==> src/common/dcache_macros.svh <==
// Cache geometry sizes shared by the packages and the RTL
// Include wherever a width is needed; the guard makes repeat includes harmless
`ifndef DCACHE_MACROS_SVH
`define DCACHE_MACROS_SVH

// Data word and byte address width
`define DC_WORD_BITS 32

// 16 lines
`define DC_INDEX_BITS 4

// 8 words per line
`define DC_OFFSET_BITS 3

// Byte within a word
`define DC_BYTE_BITS 2

// Whatever is left of the address
`define DC_TAG_BITS (`DC_WORD_BITS - `DC_INDEX_BITS - `DC_OFFSET_BITS - `DC_BYTE_BITS)

`endif
==> src/common/cacheLinePkg.sv <==
// Address split, line and tag types, controller states
// Shared by the line store, the tag store and the controller
`default_nettype none

`include "dcache_macros.svh"

package cacheLinePkg;

   // Stored tag of one line
   typedef logic [`DC_TAG_BITS-1:0] cacheTagT;

   // Byte address as the cache sees it, tag in the upper bits
   typedef struct packed {
      cacheTagT                   tag;
      logic [`DC_INDEX_BITS-1:0]  index;
      logic [`DC_OFFSET_BITS-1:0] offset;
      logic [`DC_BYTE_BITS-1:0]   byteOff;
   } cacheAddrT;

   // Whole line, word 0 in the low bits
   typedef logic [(1 << `DC_OFFSET_BITS)-1:0][`DC_WORD_BITS-1:0] cacheLineT;

   // One enable per word of a line
   typedef logic [(1 << `DC_OFFSET_BITS)-1:0] wordMaskT;

   // Controller FSM
   typedef enum logic [2:0] {
      idle,
      lookup,
      refill,
      writeAddr,
      writeData,
      respond
   } ctrlStateT;

endpackage

`default_nettype wire

==> src/dataCache/lineSram.sv <==
// Line storage of the data cache, one line per index
// Registered read of a full line; writes go word by word under wordWrite
`timescale 1ns/1ps
`default_nettype none

`include "dcache_macros.svh"

module lineSram (
   input  logic                      rwArbiterCacheBus,
   input  logic [`DC_INDEX_BITS-1:0] readIndex,
   output cacheLinePkg::cacheLineT   readLine,
   input  logic [`DC_INDEX_BITS-1:0] writeIndex,
   input  cacheLinePkg::cacheLineT   writeLine,
   input  cacheLinePkg::wordMaskT    wordWrite
);
   import cacheLinePkg::*;

   cacheLineT mem [1 << `DC_INDEX_BITS];

   always_ff @(posedge rwArbiterCacheBus) begin
      // Merge writes one word, refill writes all of them
      for (int w = 0; w < $bits(wordMaskT); w++) begin
         if (wordWrite[w]) begin
            mem[writeIndex][w] <= writeLine[w];
         end
      end
      // Old contents on a same-index collision
      readLine <= mem[readIndex];
   end

endmodule

`default_nettype wire

==> config.mk <==
export PLATFORM = sky130hd
export DESIGN_NAME = lineSram
export DESIGN_NICKNAME = d
export VERILOG_FILES = /design/src/common/cacheLinePkg.sv /design/src/dataCache/lineSram.sv
export VERILOG_INCLUDE_DIRS = /design/src /design/src/common
export SDC_FILE = /design/constraint.sdc
export NUM_CORES = 2
export LEC_CHECK = 0
export BUFFER_PORTS_ARGS = -buffer_cell sky130_fd_sc_hd__buf_2
export CAP_MARGIN = 40
export CORE_MARGIN = 2
export CORE_UTILIZATION = 45
export DETAILED_ROUTE_END_ITERATION = 8
export SLEW_MARGIN = 20
export SYNTH_ARGS = -nofsm -noshare
export SYNTH_HDL_FRONTEND = slang
export SYNTH_SLANG_ARGS = --single-unit
export TNS_END_PERCENT = 50
==> constraint.sdc <==
create_clock -name rwArbiterCacheBus -period 4.7 [get_ports rwArbiterCacheBus]
set_clock_uncertainty 0.2 [all_clocks]
set_input_delay 0.705 -clock rwArbiterCacheBus [delete_from_list [all_inputs] [get_ports rwArbiterCacheBus]]
set_output_delay 0.705 -clock rwArbiterCacheBus [all_outputs]
set_load 0.01 [all_outputs]
==> impl_metrics.json <==
{
  "cts_tree": "built",
  "cts_setup_buffers": 0,
  "final_nets": 8252,
  "htree_levels": 5,
  "synth_top_area_share_pct": 77.1,
  "crit_type": "in -> reg",
  "synthAdderAreaFrac_pct": 0,
  "vias_per_cell": 5.75,
  "p_per_area_nw_per_um2": 440,
  "grt_max_degree": 112,
  "relSlewSlack_pct": 34.6,
  "die_h_um": 600,
  "first_global_vias": 78237,
  "cts_root_buffer": "clkbuf_16",
  "clock_sinks": 4352,
  "yosysSeqAreaShare_pct": 80.3,
  "dr.first_iter.drc_count": 7841,
  "worstPathArrival_ns": 3.24,
  "syn_inst": 6824,
  "status": "complete, no violations",
  "cts_buffers": 439,
  "fin_cells": 13122,
  "worst_slack_ns": 1.90,
  "drt_wl_total_um": 402000,
  "clk_latency_ns": 0.99,
  "intPower_uw": 64800,
  "dieArea_sq_um": 360000,
  "grt_usage_pct": 22.2,
  "finalSetupViolCount": 0,
  "power_switching_uw": 17600,
  "path_max_fanout": 19,
  "dp_slack_ns": 0.911,
  "crit_top_cell": "buf_4",
  "pin_count": 529,
  "switching_share_pct": 21.4,
  "ys_top_cells_by_area": "edfxtp_1 77%, mux4_2 13%, dfxtp_1 3.2%",
  "remaining_drc_errors": 0,
  "yosys_warnings": 0,
  "ant_nets": 0,
  "syn_to_final_growth_pct": 17.2,
  "synth_nets": 7097,
  "startpoint_type": "primary input",
  "seq_power_share_pct": 53.2,
  "ys.flop_type": "edfxtp_1",
  "synth.largest_area_cell": "edfxtp_1",
  "antenna_found_initial": 86,
  "synth_top_family_by_area": "multiplexers",
  "fp.coreArea_sq_um": 353000,
  "fin_crit_sh_pct": 59.5,
  "placed_cells": 12007,
  "whs_ns": 0.179,
  "slowest_stage": "and2_2",
  "drive_gt1_share_pct": 32.0,
  "ctsLongestPathBuffers": 4,
  "yosys_register_bits": 4352,
  "syn_area_sq_um": 160000,
  "die_w_um": 600,
  "gp_congestion": 0.772,
  "synth_compound_area_share_pct": 2.59,
  "clk_pin_slew_ns": 0.06,
  "p_clk_share_pct": 41.5,
  "worst_slew_pin_slew_ns": 0.980,
  "synthArstFlopShare_pct": 0,
  "dp_hpwl_um": 242000,
  "synth_most_common_cell": "edfxtp_1",
  "synth.avg_cell_area_sq_um": 23.4,
  "initial_utilization_pct": 45.2,
  "critPathCaptureType": "flop",
  "period_minus_slack_ns": 2.80,
  "numPortBuffers": 528,
  "fmax_mhz": 358,
  "drv_slew": 0,
  "routed-via-count": 75423,
  "grt_pass1_wl_um": 571000,
  "synth-edff-count": 4096,
  "grt_overflow": 0,
  "hold_path_class": "in -> reg",
  "wl_per_cell_um": 30.7,
  "irDropWorstVdd_v": 0.000388,
  "finalHoldViolCount": 0,
  "num_rows": 218,
  "yosys-top-cells-count": "4,096 x edfxtp_1, 951 x mux4_2, 398 x a22oi_1",
  "synth-simple-area-share_pct": 1.35,
  "final_util_pct": 53.0,
  "synth.area.mux_share_pct": 14.7,
  "cp_cell_sequence": "buf_2 > nand2b_1 > nor3_2 > buf_4 > and2_2 > buf_4",
  "leakage_uw": 0.0607,
  "yosysUniqueCellTypes": 24,
  "fin_setup_tns_ns": 0,
  "required_ns": 5.15,
  "power.share.combinational_pct": 5.3,
  "rsz0062_at_grt": "no",
  "slowest_delay_ns": 0.69,
  "synth_xor_area_share_pct": 0,
  "first_pass_iters": 6,
  "drv_cap": 0
}
through the flow:
step,total power [uW],instance area [sq um]
final,82400,187000
after global routing,84800,187000
after CTS,83100,187000
after detailed placement,48800,170000
after global placement,48700,169000
after floorplan,46600,160000
sequential cells by signal (all words and copies together) (netlist names):
signal / count
mem: 4096
readLine: 256
power by group through the flow:
stage | Combinational [uW] | Sequential [uW] | Clock [uW]
final | 4360 | 43800 | 34200
after global routing | 4670 | 43800 | 36300
after CTS | 4450 | 43800 | 34800
after detailed placement | 4220 | 44600 | 0
after global placement | 4130 | 44600 | 0
after floorplan | 2110 | 44500 | 0
path summary, 6_finish.rpt:
check / startpoint / to / cells past startpoint / slack, ns
hold / removal: readIndex[1] / readLine[75]$_DFF_P_ / 3 / 0.18
setup reg to reg: mem[5][218]$_DFFE_PP_ / readLine[218]$_DFF_P_ / 3 / 2.85
hold reg to reg: mem[15][237]$_DFFE_PP_ / readLine[237]$_DFF_P_ / 3 / 0.47
setup / recovery: writeIndex[1] / mem[2][215]$_DFFE_PP_ / 6 / 1.90
worst max-delay path: cells and delay by family:
family / cells / cell delay [ns]
and+or+nand+nor: 3 / 1.51
buffers and inverters: 3 / 0.99
layer usage:
metal	track usage, %	part of all wire, %	vias to the layer above	wire length, um
met2	38.3	52	2564	207000
met4	6.95	3.2	34	13000
met1	29.4	39	40829	159000
met5	0	0.048	-	195
met3	2.88	5.7	664	22900
li1	-	-	31332	-
what timing repair did:
item | 4_1_cts | 5_1_grt
gates resized for setup | 0 | 0
hold endpoints to repair | 4096 | 0
hold buffers | 256 | 0
final cells by class:
cell class              count  area [sq um]
diodes                     27          67.6
clock buffers             635         12200
clock inverters           192          1930
fillers                 27118        166000
multi-input cells        2106         30000
flip-flops and latches   4352        128000
well taps                4730          5920
repair buffers           1080          8880
cells in the final DEF, fill, tap and decap left out, drive strengths merged, types with 121 or more instances in the layout:
cell type / n
a22oi: 398
clkinv: 145
clkbuf: 636
buf: 823
dfxtp: 256
mux4: 951
and2: 131
mux2: 121
dlygate4sd3: 256
nand2: 178
edfxtp: 4096
cells by family (layout without fill, tap and decap cells):
kind of cell | count (synthesis) | in the layout
DFF | 4352 | 4352
and+or+nand+nor | 424 | 424
buffers and inverters | 366 | 1907
muxes | 1134 | 1134
other | 0 | 27
AOI/OAI and AO/OA | 548 | 548
No activity file was read; power rests on OpenSTA's default activity.
