--- src/common/dcache_macros.svh ---
// Cache geometry sizes shared by the packages and the RTL
// Include wherever a width is needed; the guard makes repeat includes harmless
`ifndef DCACHE_MACROS_SVH
`define DCACHE_MACROS_SVH

// Data word and byte address width
`define DC_WORD_BITS 32

// 16 lines
`define DC_INDEX_BITS 4

// 8 words per line
`define DC_OFFSET_BITS 3

// Byte within a word
`define DC_BYTE_BITS 2

// Whatever is left of the address
`define DC_TAG_BITS (`DC_WORD_BITS - `DC_INDEX_BITS - `DC_OFFSET_BITS - `DC_BYTE_BITS)

`endif
--- src/common/cacheLinePkg.sv ---
// Address split, line and tag types, controller states
// Shared by the line store, the tag store and the controller
`default_nettype none

`include "dcache_macros.svh"

package cacheLinePkg;

   // Stored tag of one line
   typedef logic [`DC_TAG_BITS-1:0] cacheTagT;

   // Byte address as the cache sees it, tag in the upper bits
   typedef struct packed {
      cacheTagT                   tag;
      logic [`DC_INDEX_BITS-1:0]  index;
      logic [`DC_OFFSET_BITS-1:0] offset;
      logic [`DC_BYTE_BITS-1:0]   byteOff;
   } cacheAddrT;

   // Whole line, word 0 in the low bits
   typedef logic [(1 << `DC_OFFSET_BITS)-1:0][`DC_WORD_BITS-1:0] cacheLineT;

   // One enable per word of a line
   typedef logic [(1 << `DC_OFFSET_BITS)-1:0] wordMaskT;

   // Controller FSM
   typedef enum logic [2:0] {
      idle,
      lookup,
      refill,
      writeAddr,
      writeData,
      respond
   } ctrlStateT;

endpackage

`default_nettype wire

--- src/dataCache/tagStore.sv ---
// Valid bits and tags of the direct-mapped data cache
// Lookup is registered; hit is valid the cycle after lookupAddr is presented
`timescale 1ns/1ps
`default_nettype none

`include "dcache_macros.svh"

module tagStore (
   input  logic                      rwArbiterCacheBus,
   input  logic                      rstN,
   input  cacheLinePkg::cacheAddrT   lookupAddr,
   output logic                      hit,
   input  logic                      tagWrite,
   input  logic [`DC_INDEX_BITS-1:0] writeIndex,
   input  cacheLinePkg::cacheTagT    writeTag
);
   import cacheLinePkg::*;

   logic [(1 << `DC_INDEX_BITS)-1:0] valid;
   cacheTagT                         tags [1 << `DC_INDEX_BITS];

   // Lookup captured one cycle back
   cacheTagT                         lookTag;
   logic [`DC_INDEX_BITS-1:0]        lookIndex;

   // Cold cache after reset
   always_ff @(posedge rwArbiterCacheBus) begin
      if (!rstN) begin
         valid <= '0;
      end else if (tagWrite) begin
         valid[writeIndex] <= 1'b1;
      end
   end

   always_ff @(posedge rwArbiterCacheBus) begin
      if (tagWrite) begin
         tags[writeIndex] <= writeTag;
      end
      lookTag   <= lookupAddr.tag;
      lookIndex <= lookupAddr.index;
   end

   // Stored entry is checked live, so an install shows up at once
   assign hit = valid[lookIndex] && (tags[lookIndex] == lookTag);

endmodule

`default_nettype wire

--- config.mk ---
export PLATFORM = sky130hd
export DESIGN_NAME = tagStore
export DESIGN_NICKNAME = d
export VERILOG_FILES = /design/src/common/cacheLinePkg.sv /design/src/dataCache/tagStore.sv
export VERILOG_INCLUDE_DIRS = /design/src /design/src/common
export SDC_FILE = /design/constraint.sdc
export NUM_CORES = 1
export LEC_CHECK = 0
export BUFFER_PORTS_ARGS = -buffer_cell sky130_fd_sc_hd__buf_4
export CORE_MARGIN = 8
export CORE_UTILIZATION = 50
export CTS_CLUSTER_DIAMETER = 50
export DETAILED_ROUTE_END_ITERATION = 16
export PLACE_DENSITY = 0.67
export RECOVER_POWER = 25
export SLEW_MARGIN = 15
export SYNTH_ARGS = -nofsm -noshare
export SYNTH_HDL_FRONTEND = slang
export SYNTH_SLANG_ARGS = --single-unit
export TNS_END_PERCENT = 10
--- constraint.sdc ---
create_clock -name rwArbiterCacheBus -period 4.6 [get_ports rwArbiterCacheBus]
set_clock_uncertainty 0.2 [all_clocks]
set_input_delay 1.38 -clock rwArbiterCacheBus [delete_from_list [all_inputs] [get_ports rwArbiterCacheBus]]
set_output_delay 1.38 -clock rwArbiterCacheBus [all_outputs]
set_load 0.01 [all_outputs]
==> qor.csv <==
metric,value,unit
sw frac,0.213,
Main synth FF type,edfxtp_1,
die area,37800,sq um
DIE WIDTH,194,microns
CP max FO,5,
Core Area,31500,sq um
Final setup violation count,1,
final std cells w/o fill,1352,
Post-synth EDFFs,368,
CTS Buf Count,45,
Pwr Total,8160,uW
vias in the first global route,8640,
RSZ-0062 raised after global routing,true,
dpl hpwl,22900,microns
number of antenna violations at the first check in global routing,0,
async set-reset flop share out of synthesis,0,
fin nets,977,
mux cell area share after synthesis,0.164,
diodes inserted,0,
"leading cell type in the layout, fill and taps excluded",edfxtp_1,
Crit. End Element,output port,
Worst EP required,3.02,ns
H-tree depth,2,
initial drt markers,740,
fin util,0.606,
period utilisation layout,1.09,
simple-gate area share of the yosys netlist,0.0259,
Cells after Synth,765,
post-route minimum period,5.00,ns
final hold viol count,0,
Slew Limit Headroom,0.498,
Pre-Repair DR Iteration Count,6,
WP data arrival,3.42,ns
status,"finished, violations left",
Die Ht,194,microns
"Avg Cell Area, Syn",20.8,sq um
"Reg clk slew, reported paths",0.06,ns
Setup CP Type,reg2out,
I/O pin count,63,
final wirelength,37300,microns
DRC,0,
clock network power share,0.422,
post-route antenna net violation count,0,
placed insts,1248,
share of cells above drive strength 1,0.341,
FP Rows,65,
Max-Cap Viols,0,
Via-to-Cell Ratio,6.04,
"Clk Latency, worst-skew pair",0.53,ns
main combinational cell family by area after synthesis,multiplexers,
min-delay worst type,reg2reg,
leakage,0.00636,uW
Netlist cell types,55,
synthesized area,15900,sq um
Critical Path Start Type,register,
Post-Place Worst Slack,-0.0911,ns
Reg2Reg Setup Slack,3.80,ns
Final WS setup,-0.400,ns
Final Max Slew Viols,0,
placer's final routability congestion estimate,0.914,
Filler Cell Count,2199,
Gate power share,0.065,
failing checks,setup timing,
total internal power,6420,uW
flip-flop and latch count after synthesis,411,
"Seq/Total Area, Yosys",0.748,
Tot GR Track Use,0.194,
CTS max path bufs,3,
most frequent cells in the layout,"edfxtp_1, mux4_2, buf_4",
cts hold-fix bufs,0,
Port Buffers,57,
Ys Warns,0,
post-synthesis adder-cell area fraction,0,
largest net degree at the start of global routing,27,
worst vdd ir,0.403,mV
global-route wire length before repair,54600,microns
Psw,1740,uW
clock tree sinks,411,
Pwr Density,428,nW/um^2
initial core utilization,0.506,
Mapped Nets,827,
remaining global-route overflow,0,
Worst-Margin Slew,0.752,ns
Peak Freq,200,MHz
Compound-Gate Fraction of Synth Area,0.0322,
area growth from synthesis to layout,19.7,%
XOR/XNOR Fraction of Synth Area,0.0116,
Root Driver,clkbuf_16,
Reg power frac,0.513,
DR vias,8171,
WL/cell,27.6,microns
CTS tree,built,
==> through the flow <==
stage	setup TNS (ns)	hold slack, ns	instance area [sq um]
2_1_floorplan	0	0.235	15900
3_3_place_gp	-0.0972	0.241	17300
3_5_place_dp	-0.0911	0.253	17300
4_1_cts	-0.462	0.266	18900
5_1_grt	-0.469	0.283	19100
6_report	-0.400	0.264	19100
==> flip-flops by register name, summed over array words and instances, names as in the netlist <==
name	flops
lookIndex	4
tags	368
valid	16
lookTag	23
==> worst max-delay path, stage by stage, from the launching register on <==
cell and delay, ns:
dfxtp_4 0.41, buf_4 0.14, mux4_1 0.58, mux2i_4 0.23, o22ai_1 0.15, a211o_1 0.33
o41ai_2 0.28, nand4b_1 0.20, a2111oi_4 0.30, buf_4 0.18, buf_6 0.09
==> cells by family after synthesis <==
logic type                Yosys count
AOI/OAI and AO/OA                  66
xor gates and xnor gates           21
and+or+nand+nor                    82
muxes                             135
buffers and inverters              50
DFF                               411
==> synthesized netlist by cell type, drive strengths merged, types with 3 or more instances <==
cell type  number  area [sq um]
o22ai          10          62.6
nor2           20          75.1
buf            27           196
nand2b          4          25.0
nand2          22          82.6
a22oi           3          22.5
clkbuf         10          37.5
inv            12          45.0
nand4           5          31.3
xnor2          14           123
and3            4          25.0
nand3           6          30.0
nand3b          7          52.6
mux4          100          2270
a311oi          3          26.3
o21a           16           120
edfxtp        368         11100
xor2            7          61.3
o41ai           3          33.8
nor3            6          30.0
o21ai           7          35.0
dfxtp          43           861
mux2i          34           340
==> timing repair <==
item / 4_1_cts / 5_1_grt
gates resized for setup: 18 / 13
cloned: 0 / 1
pin swaps: 3 / 6
setup buffers: 9 / 12
endpoints found under the setup margin: 1 / 1
==> path summary, 6_finish.rpt <==
check / cells after the start / startpoint / to
max: 10 / lookIndex[0] / hit
min: 1 / valid[4] / valid[4]
max reg2reg: 1 / valid[1] / valid[1]
min reg2reg: 1 / valid[4] / valid[4]
==> final cells by class <==
cell class                      count  area [sq um]  share of cell area
Clock inverter                     27           248              0.0130
Sequential cell                   411         11900               0.626
Clock buffer                       55          1180              0.0621
Multi-Input combinational cell    304          3890               0.204
Inverter                           13          48.8             0.00256
Timing Repair Buffer              140          1260              0.0662
Tap cell                          402           503              0.0264
==> power groups by stage <==
stage	Clock, uW	Combinational [uW]	Sequential, uW
3_3_place_gp	0	477	4270
3_5_place_dp	0	490	4270
2_1_floorplan	0	284	4250
4_1_cts	3490	516	4190
5_1_grt	3640	563	4200
6_report	3440	529	4190
==> metal layers <==
metal,part of all wire,GRT usage
met5,0.0025,0
met4,0.024,0.0554
met3,0.067,0.0363
met2,0.50,0.323
met1,0.41,0.261
Power figures use the tool's default switching activity.
